===== src/design/quick_spi_config.svh =====
`ifndef QUICK_SPI_CONFIG_SVH
`define QUICK_SPI_CONFIG_SVH

// AXI port widths.
`define QSPI_DATA_W 32
`define QSPI_ADDR_W 8

// Register and buffer memory.
`define QSPI_MEM_BYTES 64
`define QSPI_NUM_SLAVES 2
`define QSPI_WBUF_START 12
`define QSPI_RBUF_START 38

// AXI burst and response encodings.
`define QSPI_BURST_INCR 2'b01
`define QSPI_RESP_OKAY 2'b00

`endif

===== src/design/quick_spi_pkg.sv =====
`include "quick_spi_config.svh"

package quick_spi_pkg;

    typedef logic [`QSPI_ADDR_W-1:0] axi_addr_t;
    typedef logic [`QSPI_DATA_W-1:0] axi_data_t;
    typedef logic [`QSPI_DATA_W/8-1:0] axi_strb_t;
    typedef logic [7:0] axi_len_t;

    // Word and byte indexes into the buffer memory.
    typedef logic [$clog2(`QSPI_MEM_BYTES/(`QSPI_DATA_W/8))-1:0] mem_word_addr_t;
    typedef logic [$clog2(`QSPI_MEM_BYTES)-1:0] mem_byte_addr_t;

    typedef logic [15:0] bit_count_t;
    typedef logic [$clog2(`QSPI_NUM_SLAVES)-1:0] slave_sel_t;

    typedef enum logic [2:0] {
        IDLE,
        SELECT,
        SHIFT_OUT,
        SHIFT_IN,
        END_FRAME
    } engine_state_t;

endpackage


===== src/design/quick_spi.sv =====
`timescale 1ns/1ps
`include "quick_spi_config.svh"

module quick_spi (
    input  logic                         s_axi_aclk,
    input  logic                         s_axi_aresetn,
    input  quick_spi_pkg::axi_addr_t     awaddr,
    input  quick_spi_pkg::axi_len_t      awlen,
    input  logic [1:0]                   awburst,
    input  logic                         awvalid,
    output logic                         awready,
    input  quick_spi_pkg::axi_data_t     wdata,
    input  quick_spi_pkg::axi_strb_t     wstrb,
    input  logic                         wlast,
    input  logic                         wvalid,
    output logic                         wready,
    output logic [1:0]                   bresp,
    output logic                         bvalid,
    input  logic                         bready,
    input  quick_spi_pkg::axi_addr_t     araddr,
    input  quick_spi_pkg::axi_len_t      arlen,
    input  logic [1:0]                   arburst,
    input  logic                         arvalid,
    output logic                         arready,
    output quick_spi_pkg::axi_data_t     rdata,
    output logic [1:0]                   rresp,
    output logic                         rlast,
    output logic                         rvalid,
    input  logic                         rready,
    output logic                         mosi,
    input  logic                         miso,
    output logic                         sclk,
    output logic [`QSPI_NUM_SLAVES-1:0]  ss_n,
    output logic                         interrupt
);
    import quick_spi_pkg::*;

    // Bus side to memory.
    logic           write_busy;
    logic           read_busy;
    logic           mem_we;
    mem_word_addr_t mem_waddr;
    axi_data_t      mem_wdata;
    axi_strb_t      mem_wstrb;
    mem_word_addr_t mem_raddr;
    axi_data_t      mem_rdata;

    // Memory to engine.
    mem_byte_addr_t eng_byte_addr;
    logic [7:0]     eng_byte;
    logic           rx_we;
    mem_byte_addr_t rx_byte_addr;
    logic [2:0]     rx_bit;
    logic           rx_value;
    logic           done;
    logic           cpol;
    logic           cpha;
    logic           start;
    logic           burst;
    logic           read_en;
    slave_sel_t     slave_idx;
    bit_count_t     out_elem_bits;
    bit_count_t     num_out_elems;
    bit_count_t     in_elem_bits;

    axi_write_slave u_axi_write_slave (.*);

    axi_read_slave u_axi_read_slave (.*);

    spi_buffer_ram u_spi_buffer_ram (.*);

    spi_transfer_engine u_spi_transfer_engine (.*);

endmodule


===== src/design/spi_transfer_engine.sv =====
`timescale 1ns/1ps
`include "quick_spi_config.svh"

module spi_transfer_engine (
    input  logic                           s_axi_aclk,
    input  logic                           s_axi_aresetn,
    input  logic                           cpol,
    input  logic                           cpha,
    input  logic                           start,
    input  logic                           burst,
    input  logic                           read_en,
    input  quick_spi_pkg::slave_sel_t      slave_idx,
    input  quick_spi_pkg::bit_count_t      out_elem_bits,
    input  quick_spi_pkg::bit_count_t      num_out_elems,
    input  quick_spi_pkg::bit_count_t      in_elem_bits,
    input  logic                           write_busy,
    output quick_spi_pkg::mem_byte_addr_t  eng_byte_addr,
    input  logic [7:0]                     eng_byte,
    output logic                           rx_we,
    output quick_spi_pkg::mem_byte_addr_t  rx_byte_addr,
    output logic [2:0]                     rx_bit,
    output logic                           rx_value,
    output logic                           done,
    input  logic                           miso,
    output logic                           mosi,
    output logic                           sclk,
    output logic [`QSPI_NUM_SLAVES-1:0]    ss_n,
    output logic                           interrupt
);
    import quick_spi_pkg::*;

    engine_state_t state;
    logic          ph;
    bit_count_t    slot_cnt;
    bit_count_t    elem_cnt;
    bit_count_t    out_pos;
    bit_count_t    in_pos;
    logic          slot_end;
    logic          out_done;
    logic          in_done;
    logic          last_elem;

    // A bit slot is two toggles; the second one has ph opposite to CPHA.
    assign slot_end = (ph != cpha);
    assign out_done = slot_end && (slot_cnt == out_elem_bits - 16'd1);
    assign in_done = slot_end && (slot_cnt == in_elem_bits - 16'd1);
    assign last_elem = !burst || (elem_cnt == num_out_elems - 16'd1);

    // Bit positions run on across elements.
    assign eng_byte_addr = mem_byte_addr_t'(`QSPI_WBUF_START) + mem_byte_addr_t'(out_pos[15:3]);
    assign rx_byte_addr = mem_byte_addr_t'(`QSPI_RBUF_START) + mem_byte_addr_t'(in_pos[15:3]);
    assign rx_bit = in_pos[2:0];
    assign rx_value = miso;
    assign rx_we = (state == SHIFT_IN) && !ph;
    assign done = (state == END_FRAME) && last_elem;

    always_ff @(posedge s_axi_aclk) begin
        if (!s_axi_aresetn) begin
            state <= IDLE;
            ss_n <= '1;
            sclk <= 1'b0;
            mosi <= 1'b0;
            interrupt <= 1'b0;
            ph <= 1'b0;
            slot_cnt <= '0;
            elem_cnt <= '0;
            out_pos <= '0;
            in_pos <= '0;
        end else begin
            case (state)
                IDLE: begin
                    sclk <= cpol;
                    ph <= cpha;
                    if (start && !write_busy) begin
                        interrupt <= 1'b0;
                        ss_n[slave_idx] <= 1'b0;
                        slot_cnt <= '0;
                        elem_cnt <= '0;
                        out_pos <= '0;
                        in_pos <= '0;
                        state <= SELECT;
                    end
                end
                SELECT: begin
                    // Mode 0 and 2 put the first bit out before any edge.
                    if (!cpha) begin
                        mosi <= eng_byte[out_pos[2:0]];
                        out_pos <= out_pos + 16'd1;
                    end
                    state <= SHIFT_OUT;
                end
                SHIFT_OUT: begin
                    sclk <= ~sclk;
                    ph <= ~ph;
                    if (out_done) begin
                        slot_cnt <= '0;
                        mosi <= 1'b0;
                        if (read_en) begin
                            state <= SHIFT_IN;
                        end else begin
                            ss_n <= '1;
                            state <= END_FRAME;
                        end
                    end else begin
                        if (slot_end) begin
                            slot_cnt <= slot_cnt + 16'd1;
                        end
                        if (ph) begin
                            mosi <= eng_byte[out_pos[2:0]];
                            out_pos <= out_pos + 16'd1;
                        end
                    end
                end
                SHIFT_IN: begin
                    sclk <= ~sclk;
                    ph <= ~ph;
                    if (!ph) begin
                        in_pos <= in_pos + 16'd1;
                    end
                    if (in_done) begin
                        slot_cnt <= '0;
                        ss_n <= '1;
                        state <= END_FRAME;
                    end else if (slot_end) begin
                        slot_cnt <= slot_cnt + 16'd1;
                    end
                end
                END_FRAME: begin
                    sclk <= cpol;
                    ph <= cpha;
                    elem_cnt <= elem_cnt + 16'd1;
                    if (last_elem) begin
                        interrupt <= 1'b1;
                        state <= IDLE;
                    end else begin
                        ss_n[slave_idx] <= 1'b0;
                        state <= SELECT;
                    end
                end
                default: state <= IDLE;
            endcase
        end
    end

endmodule


===== src/design/spi_buffer_ram.sv =====
`timescale 1ns/1ps
`include "quick_spi_config.svh"

module spi_buffer_ram (
    input  logic                           s_axi_aclk,
    input  logic                           s_axi_aresetn,
    input  logic                           mem_we,
    input  quick_spi_pkg::mem_word_addr_t  mem_waddr,
    input  quick_spi_pkg::axi_data_t       mem_wdata,
    input  quick_spi_pkg::axi_strb_t       mem_wstrb,
    input  quick_spi_pkg::mem_word_addr_t  mem_raddr,
    output quick_spi_pkg::axi_data_t       mem_rdata,
    input  quick_spi_pkg::mem_byte_addr_t  eng_byte_addr,
    output logic [7:0]                     eng_byte,
    input  logic                           rx_we,
    input  quick_spi_pkg::mem_byte_addr_t  rx_byte_addr,
    input  logic [2:0]                     rx_bit,
    input  logic                           rx_value,
    input  logic                           done,
    output logic                           cpol,
    output logic                           cpha,
    output logic                           start,
    output logic                           burst,
    output logic                           read_en,
    output quick_spi_pkg::slave_sel_t      slave_idx,
    output quick_spi_pkg::bit_count_t      out_elem_bits,
    output quick_spi_pkg::bit_count_t      num_out_elems,
    output quick_spi_pkg::bit_count_t      in_elem_bits
);
    import quick_spi_pkg::*;

    logic [7:0] mem [`QSPI_MEM_BYTES];

    always_ff @(posedge s_axi_aclk) begin
        for (int b = 0; b < `QSPI_DATA_W / 8; b++) begin
            if (mem_we && mem_wstrb[b]) begin
                mem[{mem_waddr, 2'(b)}] <= mem_wdata[8*b +: 8];
            end
        end
        if (rx_we) begin
            mem[rx_byte_addr][rx_bit] <= rx_value;
        end
        // Control byte comes up cleared so no transfer starts.
        if (!s_axi_aresetn) begin
            mem[0] <= 8'h00;
        end else if (done) begin
            mem[0][2] <= 1'b0;
        end
    end

    always_ff @(posedge s_axi_aclk) begin
        mem_rdata <= {mem[{mem_raddr, 2'd3}], mem[{mem_raddr, 2'd2}],
                      mem[{mem_raddr, 2'd1}], mem[{mem_raddr, 2'd0}]};
    end

    assign eng_byte = mem[eng_byte_addr];

    assign cpol = mem[0][0];
    assign cpha = mem[0][1];
    assign start = mem[0][2];
    assign burst = mem[0][3];
    assign read_en = mem[0][4];
    assign slave_idx = slave_sel_t'(mem[1]);
    assign out_elem_bits = {mem[3], mem[2]};
    assign num_out_elems = {mem[5], mem[4]};
    assign in_elem_bits = {mem[7], mem[6]};

endmodule


===== src/design/axi_read_slave.sv =====
`timescale 1ns/1ps
`include "quick_spi_config.svh"

module axi_read_slave (
    input  logic                           s_axi_aclk,
    input  logic                           s_axi_aresetn,
    input  quick_spi_pkg::axi_addr_t       araddr,
    input  quick_spi_pkg::axi_len_t        arlen,
    input  logic [1:0]                     arburst,
    input  logic                           arvalid,
    output logic                           arready,
    output quick_spi_pkg::axi_data_t       rdata,
    output logic [1:0]                     rresp,
    output logic                           rlast,
    output logic                           rvalid,
    input  logic                           rready,
    input  logic                           write_busy,
    output logic                           read_busy,
    output quick_spi_pkg::mem_word_addr_t  mem_raddr,
    input  quick_spi_pkg::axi_data_t       mem_rdata
);
    import quick_spi_pkg::*;

    axi_addr_t  addr_q;
    axi_len_t   len_q;
    axi_len_t   beat_cnt;
    logic [1:0] burst_q;
    logic       ar_accept;
    logic       r_beat;

    assign ar_accept = !arready && arvalid && !read_busy && !write_busy;
    assign r_beat = rvalid && rready;

    always_ff @(posedge s_axi_aclk) begin
        if (!s_axi_aresetn) begin
            arready <= 1'b0;
            read_busy <= 1'b0;
            rvalid <= 1'b0;
            rlast <= 1'b0;
        end else begin
            arready <= ar_accept;
            if (ar_accept) begin
                read_busy <= 1'b1;
            end else if (r_beat && rlast) begin
                read_busy <= 1'b0;
            end
            // Word is registered by the RAM while rvalid is low.
            if (read_busy && !rvalid) begin
                rvalid <= 1'b1;
                rlast <= (beat_cnt == len_q);
            end else if (r_beat) begin
                rvalid <= 1'b0;
                rlast <= 1'b0;
            end
        end
    end

    always_ff @(posedge s_axi_aclk) begin
        if (ar_accept) begin
            addr_q <= araddr;
            len_q <= arlen;
            burst_q <= arburst;
            beat_cnt <= '0;
        end else if (r_beat) begin
            beat_cnt <= beat_cnt + 8'd1;
            if (burst_q == `QSPI_BURST_INCR) begin
                addr_q[`QSPI_ADDR_W-1:2] <= addr_q[`QSPI_ADDR_W-1:2] + 1'b1;
            end
        end
    end

    assign mem_raddr = mem_word_addr_t'(addr_q[`QSPI_ADDR_W-1:2]);
    assign rdata = rvalid ? mem_rdata : '0;
    assign rresp = `QSPI_RESP_OKAY;

endmodule


===== src/design/axi_write_slave.sv =====
`timescale 1ns/1ps
`include "quick_spi_config.svh"

module axi_write_slave (
    input  logic                           s_axi_aclk,
    input  logic                           s_axi_aresetn,
    input  quick_spi_pkg::axi_addr_t       awaddr,
    input  quick_spi_pkg::axi_len_t        awlen,
    input  logic [1:0]                     awburst,
    input  logic                           awvalid,
    output logic                           awready,
    input  quick_spi_pkg::axi_data_t       wdata,
    input  quick_spi_pkg::axi_strb_t       wstrb,
    input  logic                           wlast,
    input  logic                           wvalid,
    output logic                           wready,
    output logic [1:0]                     bresp,
    output logic                           bvalid,
    input  logic                           bready,
    input  logic                           read_busy,
    output logic                           write_busy,
    output logic                           mem_we,
    output quick_spi_pkg::mem_word_addr_t  mem_waddr,
    output quick_spi_pkg::axi_data_t       mem_wdata,
    output quick_spi_pkg::axi_strb_t       mem_wstrb
);
    import quick_spi_pkg::*;

    axi_addr_t  addr_q;
    axi_len_t   len_q;
    axi_len_t   beat_cnt;
    logic [1:0] burst_q;
    logic       aw_accept;
    logic       w_beat;

    assign aw_accept = !awready && awvalid && !write_busy && !read_busy;
    assign w_beat = wready && wvalid;

    always_ff @(posedge s_axi_aclk) begin
        if (!s_axi_aresetn) begin
            awready <= 1'b0;
            write_busy <= 1'b0;
            wready <= 1'b0;
            bvalid <= 1'b0;
        end else begin
            awready <= aw_accept;
            if (aw_accept) begin
                write_busy <= 1'b1;
            end else if (w_beat && wlast) begin
                write_busy <= 1'b0;
            end
            if (!wready && wvalid && write_busy) begin
                wready <= 1'b1;
            end else if (w_beat && wlast) begin
                wready <= 1'b0;
            end
            // Response holds until taken.
            if (w_beat && wlast) begin
                bvalid <= 1'b1;
            end else if (bready) begin
                bvalid <= 1'b0;
            end
        end
    end

    always_ff @(posedge s_axi_aclk) begin
        if (aw_accept) begin
            addr_q <= awaddr;
            len_q <= awlen;
            burst_q <= awburst;
            beat_cnt <= '0;
        end else if (w_beat) begin
            beat_cnt <= beat_cnt + 8'd1;
            if (burst_q == `QSPI_BURST_INCR) begin
                addr_q[`QSPI_ADDR_W-1:2] <= addr_q[`QSPI_ADDR_W-1:2] + 1'b1;
            end
        end
    end

    // Beats past the announced length are dropped.
    assign mem_we = w_beat && (beat_cnt <= len_q);
    assign mem_waddr = mem_word_addr_t'(addr_q[`QSPI_ADDR_W-1:2]);
    assign mem_wdata = wdata;
    assign mem_wstrb = wstrb;
    assign bresp = `QSPI_RESP_OKAY;

endmodule


===== config.mk =====
export PLATFORM = sky130hd
export DESIGN_NAME = quick_spi
export DESIGN_NICKNAME = d
export VERILOG_FILES = /design/src/design/quick_spi_pkg.sv /design/src/design/quick_spi.sv /design/src/design/spi_transfer_engine.sv /design/src/design/spi_buffer_ram.sv /design/src/design/axi_read_slave.sv /design/src/design/axi_write_slave.sv
export VERILOG_INCLUDE_DIRS = /design/src /design/src/design
export SDC_FILE = /design/constraint.sdc
export NUM_CORES = 2
export LEC_CHECK = 0
export BUFFER_PORTS_ARGS = -buffer_cell sky130_fd_sc_hd__buf_2
export CORE_MARGIN = 2
export CORE_UTILIZATION = 30
export DETAILED_ROUTE_END_ITERATION = 16
export GPL_TIMING_DRIVEN = 0
export PLACE_DENSITY_LB_ADDON = 0.3
export SLEW_MARGIN = 20
export SYNTH_ARGS = -nofsm -noshare
export SYNTH_HDL_FRONTEND = slang
export SYNTH_SLANG_ARGS = --single-unit

===== constraint.sdc =====
create_clock -name s_axi_aclk -period 9.3 [get_ports s_axi_aclk]
set_input_delay 0.93 -clock s_axi_aclk [delete_from_list [all_inputs] [get_ports s_axi_aclk]]
set_output_delay 0.93 -clock s_axi_aclk [all_outputs]
set_load 0.005 [all_outputs]

==> results.md <==
* Mapped Cells at slightly above 4k
* Area share of fa/ha/maj cells after synthesis at 0.00684
* Initial DRT Pass Iterations at 9
* Synth Flop Type: edfxtp_1
* WHS at 0.346 ns
* Hold_buf cts at 0
* Drt total wl at ~270000 µm
* Outcome: finished clean
* Initial antenna violation count at 67
* Via density at 6.76
* Post-synthesis mux area share at 0.287
* Vias in the first global route at roughly 38k
* CTS Sinks at between 600 and 700
* Part of the power in registers at 0.414
* XOR/XNOR Fraction of Synth Area at 0.0182
* First-pass GRT wire length at 356000 µm
* Synth async-reset ratio at 0
* Fraction of layout cells with a size suffix above 1 at 0.275
* PortBufs at 114
* Area occupied by registers at 18400 µm²
* Die width at between 300 and 400 µm
* Period minus WS final at 7.49 ns
* Fin Setup TNS at 0 ns
* Num rows at 140
* Clk_skew at 0.0464 ns
* H-tree levels at 3
* Io pins at roughly 130
* GPL Wtd Cong at between 1 and 1.5
* Tcrit/Tclk final at 0.805
* CTS buffer count at 84
* Area Growth Syn to Fin at 14.5%
* Clk_lat worst skew at 0.77 ns
* RSZ-0062 raised after global routing: false
* CTS clk-pin slew, worst paths at about 0.07 ns
* Number of synthesized flops with an enable pin at between 500 and 600
* Post-synth cell types at 84
* Synthesized area at 43900 µm²
* Pint at roughly 0.0056 W
* Post-synthesis compound-gate area fraction at 0.106
* Max frequency at about 130 MHz
* Headroom to the max-slew limit at 0.0627
* Hold/Removal Path Class: primary input to flop
* Kind of end point of the critical path: flop
* Switch Pwr at roughly 0.0024 W
* Synth area leader: edfxtp_1
* Final Hold Fails at 0
* CP Data Required Time at 9.96 ns
* DRT iter0 DRCs at 7695
* Congestion Overflow GR at 0
* Main area contributors after synthesis: edfxtp_1 (36%), mux4_2 (15%), mux2_2 (13%)
* Dpl hpwl at around 210000 µm
* Clock power share at 0.434
* Main combinational cell family by area after synthesis: multiplexers
* Routed Antenna Nets at 0
* DR WL/cell at ~44 µm
* Global Route Usage Sum at 0.356
* Commonest non-fill, non-tap cell in the layout: edfxtp_1
* Crit-path max FO at 10
* Pwr dens at 157 nW/µm²
* Post-synthesis simple-gate area fraction at 0.114
* Syn avg cell area at approximately 11 µm²
* Slew Limit Fails at 0
* Combinational Power Share at 0.152
* CTS-repair resized insts at 0
* Worst vdd ir at ~150 µV
* Net Sw Frac at 0.297
* Crit start category: flop
* Seq cells post-synth at roughly 660
* Crit Path Class: flop to flop
* Vias at roughly 43k
* Clock tree buffer depth at 3
* CTS tree: yes
* Initial core utilization at 0.302
* Largest net degree at the start of global routing at 20
* Root Driver: clkbuf_16
* Multi-input logic area at ~23000 µm²
* Die area at approximately 150000 µm²
* Lkg Pwr at around 15 nW
* CORE AREA at 146000 µm²
* Pin slew with the least headroom to its limit at between 1 and 1.5 ns
* Post-layout util at 0.346
* Yosys warnings at 0
* Synth top area share at 0.364
* Register area share after synthesis at 0.420
* Post-CTS Setup Bufs at 0
* Chip Height at just under 400 µm
* Final net count at about 4.4k
* WP data arrival at a little over 8 ns
* DRC viols at 0
* MaxCap Viol Count at 0
* Fillers at 14.6k
* Most frequent cells in the layout: edfxtp_1 (532), nor2_1 (522), mux2_2 (510)
* Final setup fails at 0
## per-layer routing
layer	wire (µm)	track usage
met5	257	0
met3	40800	0.155
met1	94600	0.421
met4	29800	0.307
met2	109000	0.489
## Yosys cell counts, types with 25 or more instances
cell type	number
edfxtp_1	532
nor2_1	524
mux2_2	510
o22ai_1	419
clkbuf_1	416
nand2_1	307
mux4_2	288
o21ai_0	156
dfxtp_1	123
a21oi_1	56
nand3_1	56
and2_1	54
buf_1	50
xnor2_1	46
xor2_1	45
inv_1	36
mux2i_1	32
nand4_1	29
nor2b_1	25
## flip-flops by register name, summed over array words and instances, names as in the netlist, 9 cells and up
register	cells
u_spi_transfer_engine.in_pos	9
u_spi_buffer_ram.mem	512
u_spi_transfer_engine.elem_cnt	16
u_spi_transfer_engine.out_pos	9
u_spi_transfer_engine.slot_cnt	16
u_spi_buffer_ram.mem_rdata	32
## cell families after synthesis
logic type / Yosys count
AO/OA/AOI/OAI: 750
XOR/XNOR: 91
adder cells (fa/ha/maj): 24
buffers and inverters: 538
flip-flops: 655
multiplexers: 833
other: 1
AND/OR/NAND/NOR: 1132
## per-stage QoR
step | power, W | setup WS (ns) | instances | instance area [µm²]
floorplan | 0.00386 | 4.75 | 4027 | 43900
detailed placement | 0.00444 | 2.43 | 6079 | 47400
global placement | 0.00442 | 1.73 | 6058 | 46900
global route | 0.00798 | 1.95 | 6250 | 50200
finish | 0.00791 | 1.81 | 6293 | 50300
CTS | 0.00780 | 2.40 | 6236 | 50100
## worst max-delay path, cell delays in order, from the launching register on
cell and delay (ns):
dfxtp_1 0.49, clkbuf_1 0.60, clkinv_1 0.60, clkbuf_1 0.52, ha_1 0.44, clkbuf_1 0.59
buf_1 0.93, clkbuf_1 0.87, clkbuf_1 0.73, mux4_2 0.41, a21oi_1 0.46, nor2_1 0.08
o22ai_1 0.17, o22ai_1 0.13, a32o_1 0.30
## power by group through the flow
| stage | Sequential (W) | Clock, W | Combinational (W) |
|---|---|---|---|
| floorplan | 0.00331 | 0 | 0.000545 |
| global placement | 0.00333 | 0 | 0.00109 |
| detailed placement | 0.00334 | 0 | 0.00110 |
| CTS | 0.00327 | 0.00342 | 0.00110 |
| global route | 0.00328 | 0.00353 | 0.00118 |
| finish | 0.00327 | 0.00344 | 0.00120 |
## area by class of cell
cell class                 count  share of cell area
multi-input combinational   2834               0.466
sequential                   655               0.367
tap                         1917              0.0477
clock buffer                 115              0.0470
buffer                       499              0.0404
timing repair buffer         136              0.0188
clock inverter                42             0.00786
inverter                      39             0.00291
antenna                       56             0.00279
## worst paths after layout
| check | from | endpoint | slack (ns) | cells past startpoint |
|---|---|---|---|---|
| max | u_spi_transfer_engine.out_pos[5] | u_spi_transfer_engine.mosi | 1.81 | 14 |
| min | arlen[6] | u_axi_read_slave.len_q[6] | 0.35 | 1 |
| max reg2reg | u_spi_transfer_engine.out_pos[5] | u_spi_transfer_engine.mosi | 1.81 | 14 |
| min reg2reg | u_spi_transfer_engine.interrupt | u_spi_transfer_engine.interrupt | 0.46 | 2 |
Note: power is estimated with default switching activity, not from simulation.
